### src/vec_cfg_pkg.sv
/*
 * Shared types and constants for the vector configuration unit.
 * Imported by every RTL module that carries instructions, requests or results.
 */
package vec_cfg_pkg;

	////////////////////////////////////////////////////////////
	// Widths
	////////////////////////////////////////////////////////////

	typedef logic [31:0] elen_t;     // Scalar operand / result
	typedef logic [31:0] instr_t;
	typedef logic [4:0]  reg_idx_t;
	typedef logic [11:0] csr_addr_t;
	typedef logic [1:0]  vxrm_t;     // Fixed-point rounding mode

	// {vill, vma, vta, vsew[2:0], vlmul[2:0]}
	typedef logic [8:0] vtype_t;

	localparam int unsigned VTYPE_VILL = 8;
	localparam vtype_t VTYPE_RESET = 9'h100; // Only vill set

	////////////////////////////////////////////////////////////
	// Opcodes and CSR addresses
	////////////////////////////////////////////////////////////

	localparam logic [6:0] OPCODE_VEC    = 7'h57;
	localparam logic [6:0] OPCODE_SYSTEM = 7'h73;
	localparam logic [2:0] FUNCT3_OPCFG  = 3'b111;

	localparam csr_addr_t CSR_VSTART = 12'h008;
	localparam csr_addr_t CSR_VXSAT  = 12'h009;
	localparam csr_addr_t CSR_VXRM   = 12'h00A;
	localparam csr_addr_t CSR_VCSR   = 12'h00F;
	localparam csr_addr_t CSR_VL     = 12'hC20;
	localparam csr_addr_t CSR_VTYPE  = 12'hC21;
	localparam csr_addr_t CSR_VLENB  = 12'hC22;

	////////////////////////////////////////////////////////////
	// Request and result
	////////////////////////////////////////////////////////////

	typedef enum logic {
		VCFG, // vsetvli, vsetivli, vsetvl
		VCSR  // Zicsr access to a vector CSR
	} vec_op_e;

	typedef enum logic [1:0] {
		CSR_WRITE,
		CSR_SET,
		CSR_CLEAR
	} csr_op_e;

	typedef struct packed {
		vec_op_e   op;
		csr_op_e   csr_op;
		csr_addr_t csr_addr;
		logic      csr_we;       // CSR actually written
		reg_idx_t  rd;
		logic      use_rd;
		elen_t     operand;      // AVL or CSR source value
		vtype_t    vtype;        // vill bit flags nonzero upper bits
		logic      keep_vl;
		logic      avl_max;      // Request VLMAX
		logic      reset_vstart;
	} vec_req_t;

	typedef struct packed {
		logic     use_rd;
		reg_idx_t rd;
		elen_t    data;
	} vec_result_t;

endpackage : vec_cfg_pkg

### src/vec_issue_reg.sv
/*
 * Issue stage register. Samples the scalar core's instruction strobe
 * together with the instruction word and both operand values.
 */
module vec_issue_reg import vec_cfg_pkg::*; (
	input  logic   clk_i,
	input  logic   rst_n_i,
	input  logic   instr_valid_i,
	input  instr_t instr_i,
	input  elen_t  rs1_i,
	input  elen_t  rs2_i,
	output logic   valid_o,
	output instr_t instr_o,
	output elen_t  rs1_o,
	output elen_t  rs2_o
);

	logic   valid_q;
	instr_t instr_q;
	elen_t  rs1_q;
	elen_t  rs2_q;

	always_ff @(posedge clk_i) begin
		if (!rst_n_i) valid_q <= 1'b0;
		else          valid_q <= instr_valid_i;
	end

	// Payload only moves with the strobe
	always_ff @(posedge clk_i) begin
		if (instr_valid_i) begin
			instr_q <= instr_i;
			rs1_q   <= rs1_i;
			rs2_q   <= rs2_i;
		end
	end

	assign valid_o = valid_q;
	assign instr_o = instr_q;
	assign rs1_o   = rs1_q;
	assign rs2_o   = rs2_q;

endmodule : vec_issue_reg

### src/vec_cfg_decoder.sv
/*
 * Combinational decoder for the vset instructions and Zicsr accesses to
 * vector CSRs. Produces a request for the CSR file or flags the instruction.
 */
module vec_cfg_decoder import vec_cfg_pkg::*; (
	input  logic     valid_i,
	input  instr_t   instr_i,
	input  elen_t    rs1_i,
	input  elen_t    rs2_i,
	output vec_req_t req_o,
	output logic     valid_o,
	output logic     illegal_o
);

	logic [6:0] opcode;
	logic [2:0] funct3;
	reg_idx_t   rd_idx;
	reg_idx_t   rs1_idx;
	logic       illegal;
	logic       reg_form;  // AVL taken from rs1
	logic       csr_rw;    // Writable vector CSR
	logic       csr_ro;    // Read-only vector CSR
	vec_req_t   req;

	assign opcode  = instr_i[6:0];
	assign funct3  = instr_i[14:12];
	assign rd_idx  = instr_i[11:7];
	assign rs1_idx = instr_i[19:15];

	always_comb begin : proc_decode
		illegal  = 1'b0;
		reg_form = 1'b0;
		csr_rw   = 1'b0;
		csr_ro   = 1'b0;
		req      = '0;

		case (opcode)
			////////////////////////////////////////////////////////////
			// vset forms
			////////////////////////////////////////////////////////////
			OPCODE_VEC: begin
				req.op           = VCFG;
				req.rd           = rd_idx;
				req.use_rd       = rd_idx != '0;
				req.reset_vstart = 1'b1;

				if (funct3 != FUNCT3_OPCFG) begin
					illegal = 1'b1; // Vector arithmetic not handled here
				end else if (!instr_i[31]) begin // vsetvli
					req.vtype   = {|instr_i[30:28], instr_i[27:20]};
					req.operand = rs1_i;
					reg_form    = 1'b1;
				end else if (instr_i[31:30] == 2'b11) begin // vsetivli
					req.vtype   = {|instr_i[29:28], instr_i[27:20]};
					req.operand = elen_t'(rs1_idx); // uimm is the AVL
				end else if (instr_i[31:25] == 7'b1000000) begin // vsetvl
					req.vtype   = {|rs2_i[31:8], rs2_i[7:0]};
					req.operand = rs1_i;
					reg_form    = 1'b1;
				end else begin
					illegal = 1'b1;
				end

				// x0 special cases exist only for the register forms
				req.avl_max = reg_form && rs1_idx == '0 && rd_idx != '0;
				req.keep_vl = reg_form && rs1_idx == '0 && rd_idx == '0;
			end

			////////////////////////////////////////////////////////////
			// Zicsr on vector CSRs
			////////////////////////////////////////////////////////////
			OPCODE_SYSTEM: begin
				req.op       = VCSR;
				req.rd       = rd_idx;
				req.use_rd   = rd_idx != '0;
				req.csr_addr = instr_i[31:20];
				req.operand  = funct3[2] ? elen_t'(rs1_idx) : rs1_i;

				case (funct3[1:0])
					2'b01: begin
						req.csr_op = CSR_WRITE;
						req.csr_we = 1'b1; // CSRRW always writes
					end
					2'b10: begin
						req.csr_op = CSR_SET;
						req.csr_we = rs1_idx != '0;
					end
					2'b11: begin
						req.csr_op = CSR_CLEAR;
						req.csr_we = rs1_idx != '0;
					end
					default: illegal = 1'b1; // ECALL, EBREAK and friends
				endcase

				case (req.csr_addr)
					CSR_VSTART, CSR_VXSAT, CSR_VXRM, CSR_VCSR: csr_rw = 1'b1;
					CSR_VL, CSR_VTYPE, CSR_VLENB:              csr_ro = 1'b1;
					default:                                   csr_rw = 1'b0;
				endcase

				if (!csr_rw && !(csr_ro && !req.csr_we))
					illegal = 1'b1;
			end

			default: illegal = 1'b1;
		endcase
	end : proc_decode

	assign req_o     = req;
	assign valid_o   = valid_i & ~illegal;
	assign illegal_o = valid_i & illegal;

endmodule : vec_cfg_decoder

### src/vec_csr_file.sv
/*
 * Vector state registers. Computes the new vl for vset requests, applies
 * CSR write, set and clear, and registers the scalar write-back result.
 */
module vec_csr_file import vec_cfg_pkg::*; #(
	parameter int unsigned VLEN = 512
) (
	input  logic        clk_i,
	input  logic        rst_n_i,
	input  vec_req_t    req_i,
	input  logic        valid_i,
	input  logic        illegal_i,
	output vec_result_t result_o,
	output logic        result_valid_o,
	output logic        illegal_o,
	output elen_t       vl_o,
	output vtype_t      vtype_o
);

	localparam elen_t VLENB = elen_t'(VLEN / 8);

	// Architectural state
	elen_t  vstart_q;
	elen_t  vl_q;
	vtype_t vtype_q;
	logic   vxsat_q;
	vxrm_t  vxrm_q;

	logic        result_valid_q;
	logic        illegal_q;
	vec_result_t result_q;

	logic   vill;
	elen_t  vlmax;
	elen_t  new_vl;
	vtype_t new_vtype;
	elen_t  csr_rdata;
	elen_t  csr_wdata;

	////////////////////////////////////////////////////////////
	// vset: vill check and vl computation
	////////////////////////////////////////////////////////////

	// Reserved SEW or fractional / reserved LMUL
	assign vill = req_i.vtype[VTYPE_VILL] | req_i.vtype[5] | req_i.vtype[2];

	always_comb begin : proc_vl
		vlmax = elen_t'(VLEN) >> (3 + req_i.vtype[4:3]); // VLEN / SEW
		vlmax = vlmax << req_i.vtype[1:0];               // times LMUL

		if (vill) begin
			new_vtype = VTYPE_RESET;
			new_vl    = '0;
		end else begin
			new_vtype = {1'b0, req_i.vtype[7:0]};
			if (req_i.keep_vl)                new_vl = vl_q;
			else if (req_i.avl_max)           new_vl = vlmax;
			else if (req_i.operand < vlmax)   new_vl = req_i.operand;
			else                              new_vl = vlmax;
		end
	end : proc_vl

	////////////////////////////////////////////////////////////
	// CSR read and modify
	////////////////////////////////////////////////////////////

	always_comb begin : proc_csr
		case (req_i.csr_addr)
			CSR_VSTART: csr_rdata = vstart_q;
			CSR_VXSAT:  csr_rdata = elen_t'(vxsat_q);
			CSR_VXRM:   csr_rdata = elen_t'(vxrm_q);
			CSR_VCSR:   csr_rdata = elen_t'({vxrm_q, vxsat_q});
			CSR_VL:     csr_rdata = vl_q;
			CSR_VTYPE:  csr_rdata = {vtype_q[VTYPE_VILL], 23'b0, vtype_q[7:0]}; // vill in MSB
			CSR_VLENB:  csr_rdata = VLENB;
			default:    csr_rdata = '0;
		endcase

		case (req_i.csr_op)
			CSR_SET:   csr_wdata = csr_rdata | req_i.operand;
			CSR_CLEAR: csr_wdata = csr_rdata & ~req_i.operand;
			default:   csr_wdata = req_i.operand;
		endcase
	end : proc_csr

	always_ff @(posedge clk_i) begin
		if (!rst_n_i) begin
			vstart_q <= '0;
			vl_q     <= '0;
			vtype_q  <= VTYPE_RESET;
			vxsat_q  <= 1'b0;
			vxrm_q   <= '0;
		end else if (valid_i) begin
			if (req_i.op == VCFG) begin
				vl_q    <= new_vl;
				vtype_q <= new_vtype;
			end else if (req_i.csr_we) begin
				case (req_i.csr_addr)
					CSR_VSTART: vstart_q           <= csr_wdata;
					CSR_VXSAT:  vxsat_q            <= csr_wdata[0];
					CSR_VXRM:   vxrm_q             <= csr_wdata[1:0];
					CSR_VCSR:   {vxrm_q, vxsat_q}  <= csr_wdata[2:0];
					default:    vxsat_q            <= vxsat_q; // Read-only, never legal here
				endcase
			end
			if (req_i.reset_vstart) vstart_q <= '0;
		end
	end

	////////////////////////////////////////////////////////////
	// Write-back
	////////////////////////////////////////////////////////////

	always_ff @(posedge clk_i) begin
		if (!rst_n_i) begin
			result_valid_q <= 1'b0;
			illegal_q      <= 1'b0;
		end else begin
			result_valid_q <= valid_i;
			illegal_q      <= illegal_i;
		end
	end

	always_ff @(posedge clk_i) begin
		if (valid_i) begin
			result_q.use_rd <= req_i.use_rd;
			result_q.rd     <= req_i.rd;
			result_q.data   <= (req_i.op == VCFG) ? new_vl : csr_rdata; // Old CSR value
		end
	end

	assign result_o       = result_q;
	assign result_valid_o = result_valid_q;
	assign illegal_o      = illegal_q;
	assign vl_o           = vl_q;
	assign vtype_o        = vtype_q;

endmodule : vec_csr_file

### src/vec_cfg_unit.sv
/*
 * Top level of the vector configuration unit. Issue register, decoder and
 * CSR file in a fixed two-cycle pipeline. VLEN is chosen here.
 */
module vec_cfg_unit import vec_cfg_pkg::*; #(
	parameter int unsigned VLEN = 512
) (
	input  logic        clk_i,
	input  logic        rst_n_i,
	input  logic        instr_valid_i,
	input  instr_t      instr_i,
	input  elen_t       rs1_i,
	input  elen_t       rs2_i,
	output vec_result_t result_o,
	output logic        result_valid_o,
	output logic        illegal_o,
	output elen_t       vl_o,
	output vtype_t      vtype_o
);

	// Issue stage outputs
	logic   issue_valid;
	instr_t issue_instr;
	elen_t  issue_rs1;
	elen_t  issue_rs2;

	// Decoded request
	vec_req_t dec_req;
	logic     dec_valid;
	logic     dec_illegal;

	vec_issue_reg issue_reg_inst (
		.clk_i         (clk_i),
		.rst_n_i       (rst_n_i),
		.instr_valid_i (instr_valid_i),
		.instr_i       (instr_i),
		.rs1_i         (rs1_i),
		.rs2_i         (rs2_i),
		.valid_o       (issue_valid),
		.instr_o       (issue_instr),
		.rs1_o         (issue_rs1),
		.rs2_o         (issue_rs2)
	);

	vec_cfg_decoder decoder_inst (
		.valid_i   (issue_valid),
		.instr_i   (issue_instr),
		.rs1_i     (issue_rs1),
		.rs2_i     (issue_rs2),
		.req_o     (dec_req),
		.valid_o   (dec_valid),
		.illegal_o (dec_illegal)
	);

	vec_csr_file #(
		.VLEN (VLEN)
	) csr_file_inst (
		.clk_i          (clk_i),
		.rst_n_i        (rst_n_i),
		.req_i          (dec_req),
		.valid_i        (dec_valid),
		.illegal_i      (dec_illegal),
		.result_o       (result_o),
		.result_valid_o (result_valid_o),
		.illegal_o      (illegal_o),
		.vl_o           (vl_o),
		.vtype_o        (vtype_o)
	);

endmodule : vec_cfg_unit

### config.mk
export PLATFORM = sky130hd
export DESIGN_NAME = vec_cfg_unit
export DESIGN_NICKNAME = d
export VERILOG_FILES = /design/src/vec_cfg_pkg.sv /design/src/vec_issue_reg.sv /design/src/vec_cfg_decoder.sv /design/src/vec_csr_file.sv /design/src/vec_cfg_unit.sv
export SDC_FILE = /design/constraint.sdc
export NUM_CORES = 1
export LEC_CHECK = 0
export BUFFER_PORTS_ARGS = -buffer_cell sky130_fd_sc_hd__buf_2
export CORE_MARGIN = 2
export CORE_UTILIZATION = 35
export DETAILED_ROUTE_END_ITERATION = 10
export SLEW_MARGIN = 20
export SYNTH_ARGS = -nofsm -noshare
export SYNTH_HDL_FRONTEND = slang
export SYNTH_SLANG_ARGS = --single-unit
### constraint.sdc
create_clock -name clk_i -period 10.3 [get_ports clk_i]
set_input_delay 3.09 -clock clk_i [delete_from_list [all_inputs] [get_ports clk_i]]
set_output_delay 3.09 -clock clk_i [all_outputs]
set_load 0.005 [all_outputs]
==> results of run 1 <==
==> cells in the final DEF, fill, tap and decap left out, types with 18 or more instances in the layout <==
cell type	synthesis	routed
buf_2	14	178
edfxtp_1	134	134
nand2_1	127	127
dfxtp_1	79	79
o21ai_0	67	67
a21oi_1	41	40
a22oi_1	35	35
and2_1	34	33
nor2_1	32	32
clkbuf_16	0	28
a22o_1	24	24
nand3_1	18	18
==> power breakdown <==
part	switching, uW	internal, uW	leakage [uW]
clock network	350	582	0.000430
logic	42.9	28.1	0.00186
registers	21.6	939	0.00184
total	414	1550	0.00413
==> cell families after synthesis <==
group,after synthesis
flops,213
mux,16
simple gates,284
buf+inv,56
xor+xnor,4
compound gates,237
fa+ha+maj,8
==> worst min-delay path by stage <==
stage,cells after the start,end,slack (ns)
2_1_floorplan,2,csr_file_inst.vstart_q[2],0.42
3_3_place_gp,2,csr_file_inst.vstart_q[2],0.43
3_5_place_dp,2,csr_file_inst.vstart_q[2],0.43
4_1_cts,2,csr_file_inst.vstart_q[2],0.44
5_1_grt,2,csr_file_inst.vstart_q[2],0.46
6_report,2,csr_file_inst.vstart_q[2],0.44
==> state kept, by name, summed over array words and instances (netlist names), 2 cells and up <==
signal                  count
csr_file_inst.vtype_o       9
issue_reg_inst.rs2_o       32
csr_file_inst.vstart_q     32
issue_reg_inst.instr_o     32
csr_file_inst.result_o     38
csr_file_inst.vl_o         32
issue_reg_inst.rs1_o       32
csr_file_inst.vxrm_q        2
==> per-layer routing <==
layer	vias up	global-route usage (%)	share of wire, %
li1	3417	-	-
met1	3277	24.9	45
met2	279	27.1	44
met3	43	4.35	8.2
met4	2	5.21	2.4
met5	-	0	0.053
==> metrics by stage <==
step           utilization (%)  cells  total power, uW  hold slack [ns]
2_1_floorplan                -    818             1000            0.416
4_1_cts                   43.5   1343             1980            0.441
3_5_place_dp              40.0   1298             1050            0.434
3_3_place_gp              40.0   1298             1050            0.433
5_1_grt                   43.5   1343             2030            0.465
6_report                  43.5   1343             1960            0.442
==> final cells by class <==
| type | count | area (um^2) |
|---|---|---|
| clock inverter | 12 | 154 |
| tap | 335 | 419 |
| fill | 2478 | 14600 |
| clock buffer | 33 | 739 |
| sequential | 213 | 5610 |
| inverter | 11 | 41.3 |
| timing repair buffer | 190 | 981 |
| multi-input combinational | 549 | 3300 |
==> critical path: cells and delay by family, from the launching register on <==
family	cells	cell delay (ns)
muxes	1	0.41
and+or+nand+nor	5	1.34
buffers and inverters	2	0.41
AOI/OAI and AO/OA	7	1.64
adders and majority gates	1	0.24
DFF	1	0.44
==> impl_metrics.py, run 1 <==
metrics = {
    "yosys": {
        "synth-seq-cells": 213,
        "synth_compound_area_share_pct": 16.9,
        "synth_top_family_by_area": "compound AO/OA/AOI/OAI gates",
        "synth_sequential_area_ratio_pct": 61.4,
        "synth_commonest_cells": "edfxtp_1 (134), nand2_1 (127), dfxtp_1 (79), o21ai_0 (67), a21oi_1 (41)",
        "synthAdderAreaFrac_pct": 1.10,
        "synthMuxAreaShare_pct": 1.95,
        "synth_fp_nets": 925,
        "yosysUniqueCellTypes": 67,
        "synth_top_cells_by_area": "edfxtp_1 (44%), dfxtp_1 (17%), nand2_1 (5.2%), o21ai_0 (3.7%), a22oi_1 (2.9%)",
        "ys_async_sr_fraction_pct": 0,
        "synth_ff_type": "edfxtp_1",
        "synth_xor_area_share_pct": 0.384,
        "synth_area_per_cell_um2": 11.2,
        "synth_top_area_share_pct": 44.1,
        "synthMostInstantiatedCell": "edfxtp_1",
        "yosysWarningCount": 0,
        "synthesis.area_mm2": 0.00913,
        "synthSimpleGateAreaFrac_pct": 15.6,
        "syn-instance-count": 818,
        "synth-edff-count": 134,
        "yosys.area.top_type": "edfxtp_1",
    },
    "setup_path": {
        "path_max_fanout": 29,
        "cp-end-kind": "register",
        "endpoint": "csr_file_inst.result_o[5]",
        "r2r_cells": 16,
        "reg2reg_from": "issue_reg_inst.instr_o[25]",
        "path_cells": "or3_4, o41a_1, o32ai_2, and2_1, buf_4, nand2_1, inv_1, ha_1, a21o_1, a21o_1, a21oi_1, and4_1, a221o_1, nand3_2, mux2_2, o211ai_1",
        "crit_top_cell": "a21o_1",
        "arrival_ns": 4.99,
        "startpoint": "issue_reg_inst.instr_o[25]",
        "r2r_end": "csr_file_inst.result_o[5]",
        "critical_path_class": "reg -> reg",
        "critical_path.slowest_cell": "or3_4",
        "critPathMaxStageDelay_ns": 0.45,
        "reg2reg_slack_ns": 5.64,
        "crit_required_ns": 10.63,
        "start_kind": "register",
    },
    "global_route": {
        "antenna_found_initial": 1,
        "grt_max_degree": 59,
        "grt_pass1_vias": 6698,
        "grt_pass1_wl_mm": 37.7,
        "overflow": 0,
        "grtUsageTotal_pct": 17.7,
    },
    "finish": {
        "design_area_mm2": 0.0112,
        "areaGrowthSynthToFinish_pct": 23.1,
        "drive_gt1_share_pct": 26.2,
        "nets": 1097,
        "diodes": 0,
    },
    "floorplan": {
        "pin_count": 180,
        "die_area_mm2": 0.0274,
        "die_h_um": 166,
        "core_area_mm2": 0.0258,
        "rows": 59,
        "dieWidth_um": 166,
        "start_util_pct": 35.3,
    },
    "detailed_routing": {
        "dr_total_vias": 7018,
        "dr.pass1.iters": 5,
        "drcViolationCount": 0,
        "first_iter_violations": 502,
        "vias_per_cell": 5.23,
        "drt-total-wl_mm": 24.7,
        "wl_per_cell_um": 18.4,
        "ant_nets": 0,
    },
    "clocking": {
        "cts_resized": 0,
        "numCtsBuffers": 25,
        "post_cts_buffers": 0,
        "clkTransAtPathRegs_ns": 0.06,
        "cts_tree": "built",
        "cts_sinks": 213,
        "ctsLongestPathBuffers": 3,
        "ctsHoldBuffers": 0,
        "clk_latency_ns": 0.52,
        "cts_max_level": 1,
        "clock-root-buffer": "clkbuf_16",
    },
    "placed_design": {
        "gp_congestion": 0.870,
        "hpwl_mm": 16.7,
        "portBuffers": 179,
        "placed_cell_area_mm2": 0.0103,
        "post-place-ws_ns": 5.65,
    },
    "power": {
        "p_leak_uw": 0.00413,
        "vdd.ir_drop.worst_mv": 0.131,
        "power_density_mw_per_mm2": 175,
    },
    "min_path": {
        "holdCritStartpoint": "csr_file_inst.vstart_q[2]",
        "holdCritPathClass": "reg -> reg",
    },
    "timing": {
        "setup_slack_ns": 5.64,
        "period_share_pct": 45.3,
        "setup_violations": 0,
        "grt_setup_unrepaired": "false",
        "layout_min_cycle_time_ns": 4.66,
        "finalMaxSlewViolations": 0,
        "finalHoldViolCount": 0,
        "worst_slew_pin_slew_ns": 1.10,
        "skew_ns": 0.0127,
        "fmax_mhz": 214,
        "max_slew_margin_pct": 26.7,
        "tns_ns": 0,
    },
    "run": {
        "maxCapViolations": 0,
    },
    "outcome": {
        "run_status": "complete, no violations",
    },
}
Note: power is estimated with default switching activity, not from simulation.
==> run 2: changes to the inputs <==
- clock period: 10.3 -> 4.9 ns (I/O delays scaled with it)
==> impl_metrics.py, run 2 (same netlist as run 1, synthesis figures left out) <==
metrics = {
    "outcome": {
        "run_status": "complete, no violations",
    },
    "setup_path": {
        "reg2reg_from": "issue_reg_inst.instr_o[31]",
        "endpoint": "csr_file_inst.result_o[9]",
        "r2r_end": "csr_file_inst.result_o[9]",
        "cp-end-kind": "register",
        "r2r_cells": 15,
        "path_max_fanout": 13,
        "start_kind": "register",
        "arrival_ns": 4.65,
        "crit_required_ns": 5.27,
        "critical_path_class": "reg -> reg",
        "reg2reg_slack_ns": 0.62,
        "startpoint": "issue_reg_inst.instr_o[31]",
    },
    "finish": {
        "final_common_cell": "buf_2",
        "layout_common_cells": "buf_2 (178), edfxtp_1 (134), nand2_1 (127)",
        "drive_gt1_share_pct": 26.2,
        "nets": 1103,
        "largest_reg_flops": 38,
        "areaGrowthSynthToFinish_pct": 22.8,
    },
    "detailed_routing": {
        "drt-total-wl_mm": 25.3,
        "vias_per_cell": 5.32,
        "dr_total_vias": 7176,
        "wl_per_cell_um": 18.7,
        "ant_nets": 0,
        "first_iter_violations": 531,
        "dr.pass1.iters": 5,
        "drcViolationCount": 0,
    },
    "clocking": {
        "clkTransAtPathRegs_ns": 0.07,
        "clk_latency_ns": 0.52,
        "ctsLongestPathBuffers": 3,
        "post_cts_buffers": 0,
        "cts_tree": "built",
        "clock-root-buffer": "clkbuf_16",
        "numCtsBuffers": 25,
        "ctsHoldBuffers": 0,
        "cts_max_level": 1,
        "cts_sinks": 213,
        "cts_resized": 0,
    },
    "timing": {
        "max_slew_margin_pct": 45.3,
        "fmax_mhz": 234,
        "layout_min_cycle_time_ns": 4.28,
        "worst_slew_pin_slew_ns": 0.820,
        "worst_hold_slack_ns": 0.440,
        "finalMaxSlewViolations": 0,
        "tns_ns": 0,
        "finalHoldViolCount": 0,
        "setup_violations": 0,
        "period_share_pct": 87.3,
        "skew_ns": 0.0154,
        "grt_setup_unrepaired": "false",
    },
    "floorplan": {
        "rows": 59,
        "pin_count": 180,
        "core_area_mm2": 0.0258,
        "die_h_um": 166,
        "die_area_mm2": 0.0274,
        "start_util_pct": 35.3,
        "dieWidth_um": 166,
    },
    "global_route": {
        "antenna_found_initial": 2,
        "grt_pass1_vias": 6850,
        "overflow": 0,
        "grt_max_degree": 89,
        "grt_pass1_wl_mm": 38.8,
        "grtUsageTotal_pct": 18.4,
    },
    "placed_design": {
        "hpwl_mm": 17.4,
        "gp_congestion": 0.882,
        "portBuffers": 179,
    },
    "power": {
        "p_leak_uw": 0.00412,
        "power_density_mw_per_mm2": 358,
        "vdd.ir_drop.worst_mv": 0.306,
    },
    "run": {
        "maxCapViolations": 0,
    },
    "min_path": {
        "holdCritPathClass": "reg -> reg",
    },
}
-- run 2: metrics by stage --
stage          cells  area [um^2]  setup WS, ns  utilization (%)  total power (uW)
4_1_cts         1349        11200         0.702             43.4              4060
6_report        1350        11200         0.622             43.4              4020
3_5_place_dp    1304        10400         0.703             40.2              2210
3_3_place_gp    1304        10400         0.798             40.2              2210
2_1_floorplan    818         9130          1.06                -              2110
5_1_grt         1350        11200         0.424             43.4              4160
-- run 2: final cells by class --
class / instances / area [um^2]
clock buffer: 25 / 626
antenna: 1 / 2.50
clock inverter: 20 / 193
sequential: 213 / 5610
tap: 335 / 419
fill: 2512 / 14600
inverter: 11 / 41.3
timing repair buffer: 196 / 1030
multi-input combinational: 549 / 3300
-- run 2: critical path, stage by stage, from the launching register on --
cell	delay [ns]
edfxtp_1	0.47
nor2b_1	0.47
nand2_1	0.11
a2bb2oi_1	0.19
or2_2	0.37
o211ai_1	0.19
o211ai_1	0.18
ha_1	0.33
a21o_1	0.16
a21o_1	0.17
a21oi_1	0.18
and4_1	0.21
a221o_1	0.20
nand3_2	0.30
mux2_1	0.44
o21ai_0	0.14
-- run 2: how the worst min path moves through the flow --
| stage | from | endpoint | slack (ns) | cells after the start |
|---|---|---|---|---|
| 2_1_floorplan | csr_file_inst.vstart_q[2] | csr_file_inst.vstart_q[2] | 0.42 | 2 |
| 3_3_place_gp | csr_file_inst.vstart_q[2] | csr_file_inst.vstart_q[2] | 0.43 | 2 |
| 3_5_place_dp | csr_file_inst.vstart_q[2] | csr_file_inst.vstart_q[2] | 0.43 | 2 |
| 4_1_cts | csr_file_inst.vstart_q[2] | csr_file_inst.vstart_q[2] | 0.44 | 2 |
| 5_1_grt | csr_file_inst.vstart_q[2] | csr_file_inst.vstart_q[2] | 0.47 | 2 |
| 6_report | csr_file_inst.vstart_q[2] | csr_file_inst.vstart_q[2] | 0.44 | 2 |
-- run 2: per-layer routing --
metal | GRT usage (%) | routed length, um
met1 | 25.5 | 11200
met2 | 28.3 | 11200
met3 | 4.65 | 2200
met4 | 5.72 | 693
met5 | 0 | 13
-- run 2: power breakdown --
part	total [uW]	switching [uW]	leakage [uW]	internal, uW
Clock	1850	751	0.000394	1090
Sequential	2020	48.8	0.00184	1980
Combinational	150	89.4	0.00189	60.3
Total	4020	889	0.00412	3130
==> run 3: changes to the inputs <==
- SYNTH_HIERARCHICAL: default -> 1
==> impl_metrics.py, run 3 <==
metrics = {
    "outcome": {
        "run_status": "complete, no violations",
    },
    "placed_design": {
        "placed_cells_incl_taps": 1372,
        "portBuffers": 179,
        "gp_congestion": 0.857,
        "hpwl_mm": 19.2,
    },
    "detailed_routing": {
        "wl_per_cell_um": 19.4,
        "dr.pass1.iters": 4,
        "vias_per_cell": 5.29,
        "dr_total_vias": 7489,
        "drcViolationCount": 0,
        "drt-total-wl_mm": 27.4,
        "ant_nets": 0,
        "first_iter_violations": 572,
    },
    "min_path": {
        "hold_depth": 2,
        "holdCritPathClass": "reg -> reg",
    },
    "yosys": {
        "synth_top_cells_by_area": "edfxtp_1 (41%), dfxtp_1 (16%), and2_1 (4.6%), nand2_1 (3.2%), a221oi_2 (2.8%)",
        "syn-instance-count": 845,
        "yosysUniqueCellTypes": 67,
        "synth-edff-count": 134,
        "synth_fp_nets": 953,
        "synthMostInstantiatedCell": "edfxtp_1",
        "synth_top_area_share_pct": 41.4,
        "synth_sequential_area_ratio_pct": 57.7,
        "synth_ff_type": "edfxtp_1",
        "synth_area_per_cell_um2": 11.5,
        "synth_commonest_cells": "edfxtp_1 (134), nand2_1 (84), dfxtp_1 (79), and2_1 (71), clkbuf_1 (36)",
        "yosysWarningCount": 6,
        "synth-seq-cells": 213,
        "yosys.area.top_type": "edfxtp_1",
        "ys_async_sr_fraction_pct": 0,
        "synthesis.area_mm2": 0.00972,
    },
    "clocking": {
        "post_cts_buffers": 0,
        "cts_resized": 0,
        "clkTransAtPathRegs_ns": 0.06,
        "ctsLongestPathBuffers": 3,
        "cts_tree": "built",
        "cts_max_level": 1,
        "numCtsBuffers": 24,
        "clk_latency_ns": 0.52,
        "ctsHoldBuffers": 0,
        "cts_sinks": 213,
        "clock-root-buffer": "clkbuf_16",
    },
    "floorplan": {
        "core_area_mm2": 0.0276,
        "rows": 61,
        "die_area_mm2": 0.0291,
        "die_h_um": 171,
        "pin_count": 180,
        "dieWidth_um": 171,
        "start_util_pct": 35.3,
    },
    "setup_path": {
        "arrival_ns": 4.53,
        "start_kind": "register",
        "startpoint": "issue_reg_inst/instr_o[29]",
        "r2r_end": "csr_file_inst/result_o[9]",
        "endpoint": "csr_file_inst/result_o[9]",
        "crit_required_ns": 5.15,
        "reg2reg_slack_ns": 0.62,
        "path_max_fanout": 22,
        "reg2reg_from": "issue_reg_inst/instr_o[29]",
        "cp-end-kind": "register",
        "critical_path_class": "reg -> reg",
        "r2r_cells": 11,
    },
    "finish": {
        "largest_reg_flops": 38,
        "nets": 1128,
        "layout_common_cells": "buf_2 (178), edfxtp_1 (134), nand2_1 (84)",
        "stdcell_count": 1416,
        "areaGrowthSynthToFinish_pct": 23.1,
        "diodes": 0,
        "final_common_cell": "buf_2",
        "drive_gt1_share_pct": 27.5,
    },
    "global_route": {
        "antenna_found_initial": 0,
        "grt_pass1_wl_mm": 42.0,
        "grtUsageTotal_pct": 18.6,
        "grt_max_degree": 81,
        "overflow": 0,
        "grt_pass1_vias": 7206,
    },
    "timing": {
        "worst_slew_pin_slew_ns": 0.851,
        "setup_violations": 0,
        "period_share_pct": 87.3,
        "finalMaxSlewViolations": 0,
        "layout_min_cycle_time_ns": 4.28,
        "finalHoldViolCount": 0,
        "max_slew_margin_pct": 43.2,
        "fmax_mhz": 234,
        "skew_ns": 0.0107,
        "grt_setup_unrepaired": "false",
        "tns_ns": 0,
    },
    "power": {
        "power_density_mw_per_mm2": 345,
        "vdd.ir_drop.worst_mv": 0.407,
        "p_leak_uw": 0.00444,
    },
    "run": {
        "maxCapViolations": 0,
    },
}
run 3: cell count changes in the layout (fill, tap and decap cells not counted), moves of 10 or more:
cell	delta
a21o_1	+13
a21oi_1	-12
a221oi_2	+18
a22oi_1	-30
a31oi_1	+22
and2_1	+38
mux2_2	-11
nand2_1	-43
nand2b_1	+24
nand4_1	+10
o21ai_0	-41
o21ai_1	-12
run 3: critical path: stages, from the launching register on:
cell,delay [ns]
edfxtp_1,0.42
or4_4,0.59
nor2_1,0.32
nand3_1,0.12
a21oi_1,0.40
nor2b_1,0.14
or4_1,0.56
ha_1,0.30
nor2_1,0.04
a211o_1,0.55
a221oi_1,0.43
o31ai_1,0.13
run 3: metal layers:
metal  track usage, %  part of all wire (%)
met5                0                     0
met4             4.68                   1.7
met3             3.45                   6.6
met2             29.9                    47
met1             25.9                    45
run 3: area by class of cell:
type,count,area [um^2]
tap,378,473
fill,2636,15600
multi-input combinational,568,3880
clock buffer,35,703
sequential,213,5610
clock inverter,9,176
timing repair buffer,203,1090
inverter,10,37.5
run 3: per-stage QoR:
step	utilization (%)	area (um^2)	hold WS [ns]	power [uW]	setup slack (ns)
final	43.4	12000	0.462	4120	0.621
after global routing	43.4	12000	0.483	4250	0.273
after CTS	43.4	12000	0.460	4170	0.657
after floorplan	-	9730	0.421	2090	0.270
after detailed placement	40.2	11100	0.447	2180	0.671
after global placement	40.2	11100	0.440	2180	0.789
run 3: how the worst min path moves through the flow:
| stage | from | endpoint | slack, ns |
|---|---|---|---|
| 6_report | csr_file_inst/vstart_q[6] | csr_file_inst/vstart_q[6] | 0.46 |
| 5_1_grt | csr_file_inst/vstart_q[31] | csr_file_inst/vstart_q[31] | 0.48 |
| 4_1_cts | csr_file_inst/vstart_q[7] | csr_file_inst/vstart_q[7] | 0.46 |
| 3_5_place_dp | csr_file_inst/vstart_q[7] | csr_file_inst/vstart_q[7] | 0.45 |
| 3_3_place_gp | csr_file_inst/vstart_q[5] | csr_file_inst/vstart_q[5] | 0.44 |
| 2_1_floorplan | csr_file_inst/vstart_q[0] | csr_file_inst/vstart_q[0] | 0.42 |
run 3: power by group:
group | total (uW) | leakage (uW) | switching [uW] | internal [uW]
clock network | 1980 | 0.000427 | 724 | 1260
registers | 2010 | 0.00184 | 32.3 | 1980
logic | 134 | 0.00217 | 78.2 | 56.1
run 3: kinds of logic (layout without fill, tap and decap cells):
| family | count (synthesis) | after routing | synth area share [%] |
|---|---|---|---|
| buffers and inverters | 64 | 257 | 2.95 |
| flip-flops | 213 | 213 | 57.7 |
| XOR/XNOR | 2 | 2 | 0.180 |
| AO/OA/AOI/OAI | 228 | 228 | 18.4 |
| AND/OR/NAND/NOR | 317 | 317 | 18.4 |
| multiplexers | 12 | 12 | 1.25 |
| adder cells (fa/ha/maj) | 9 | 9 | 1.16 |
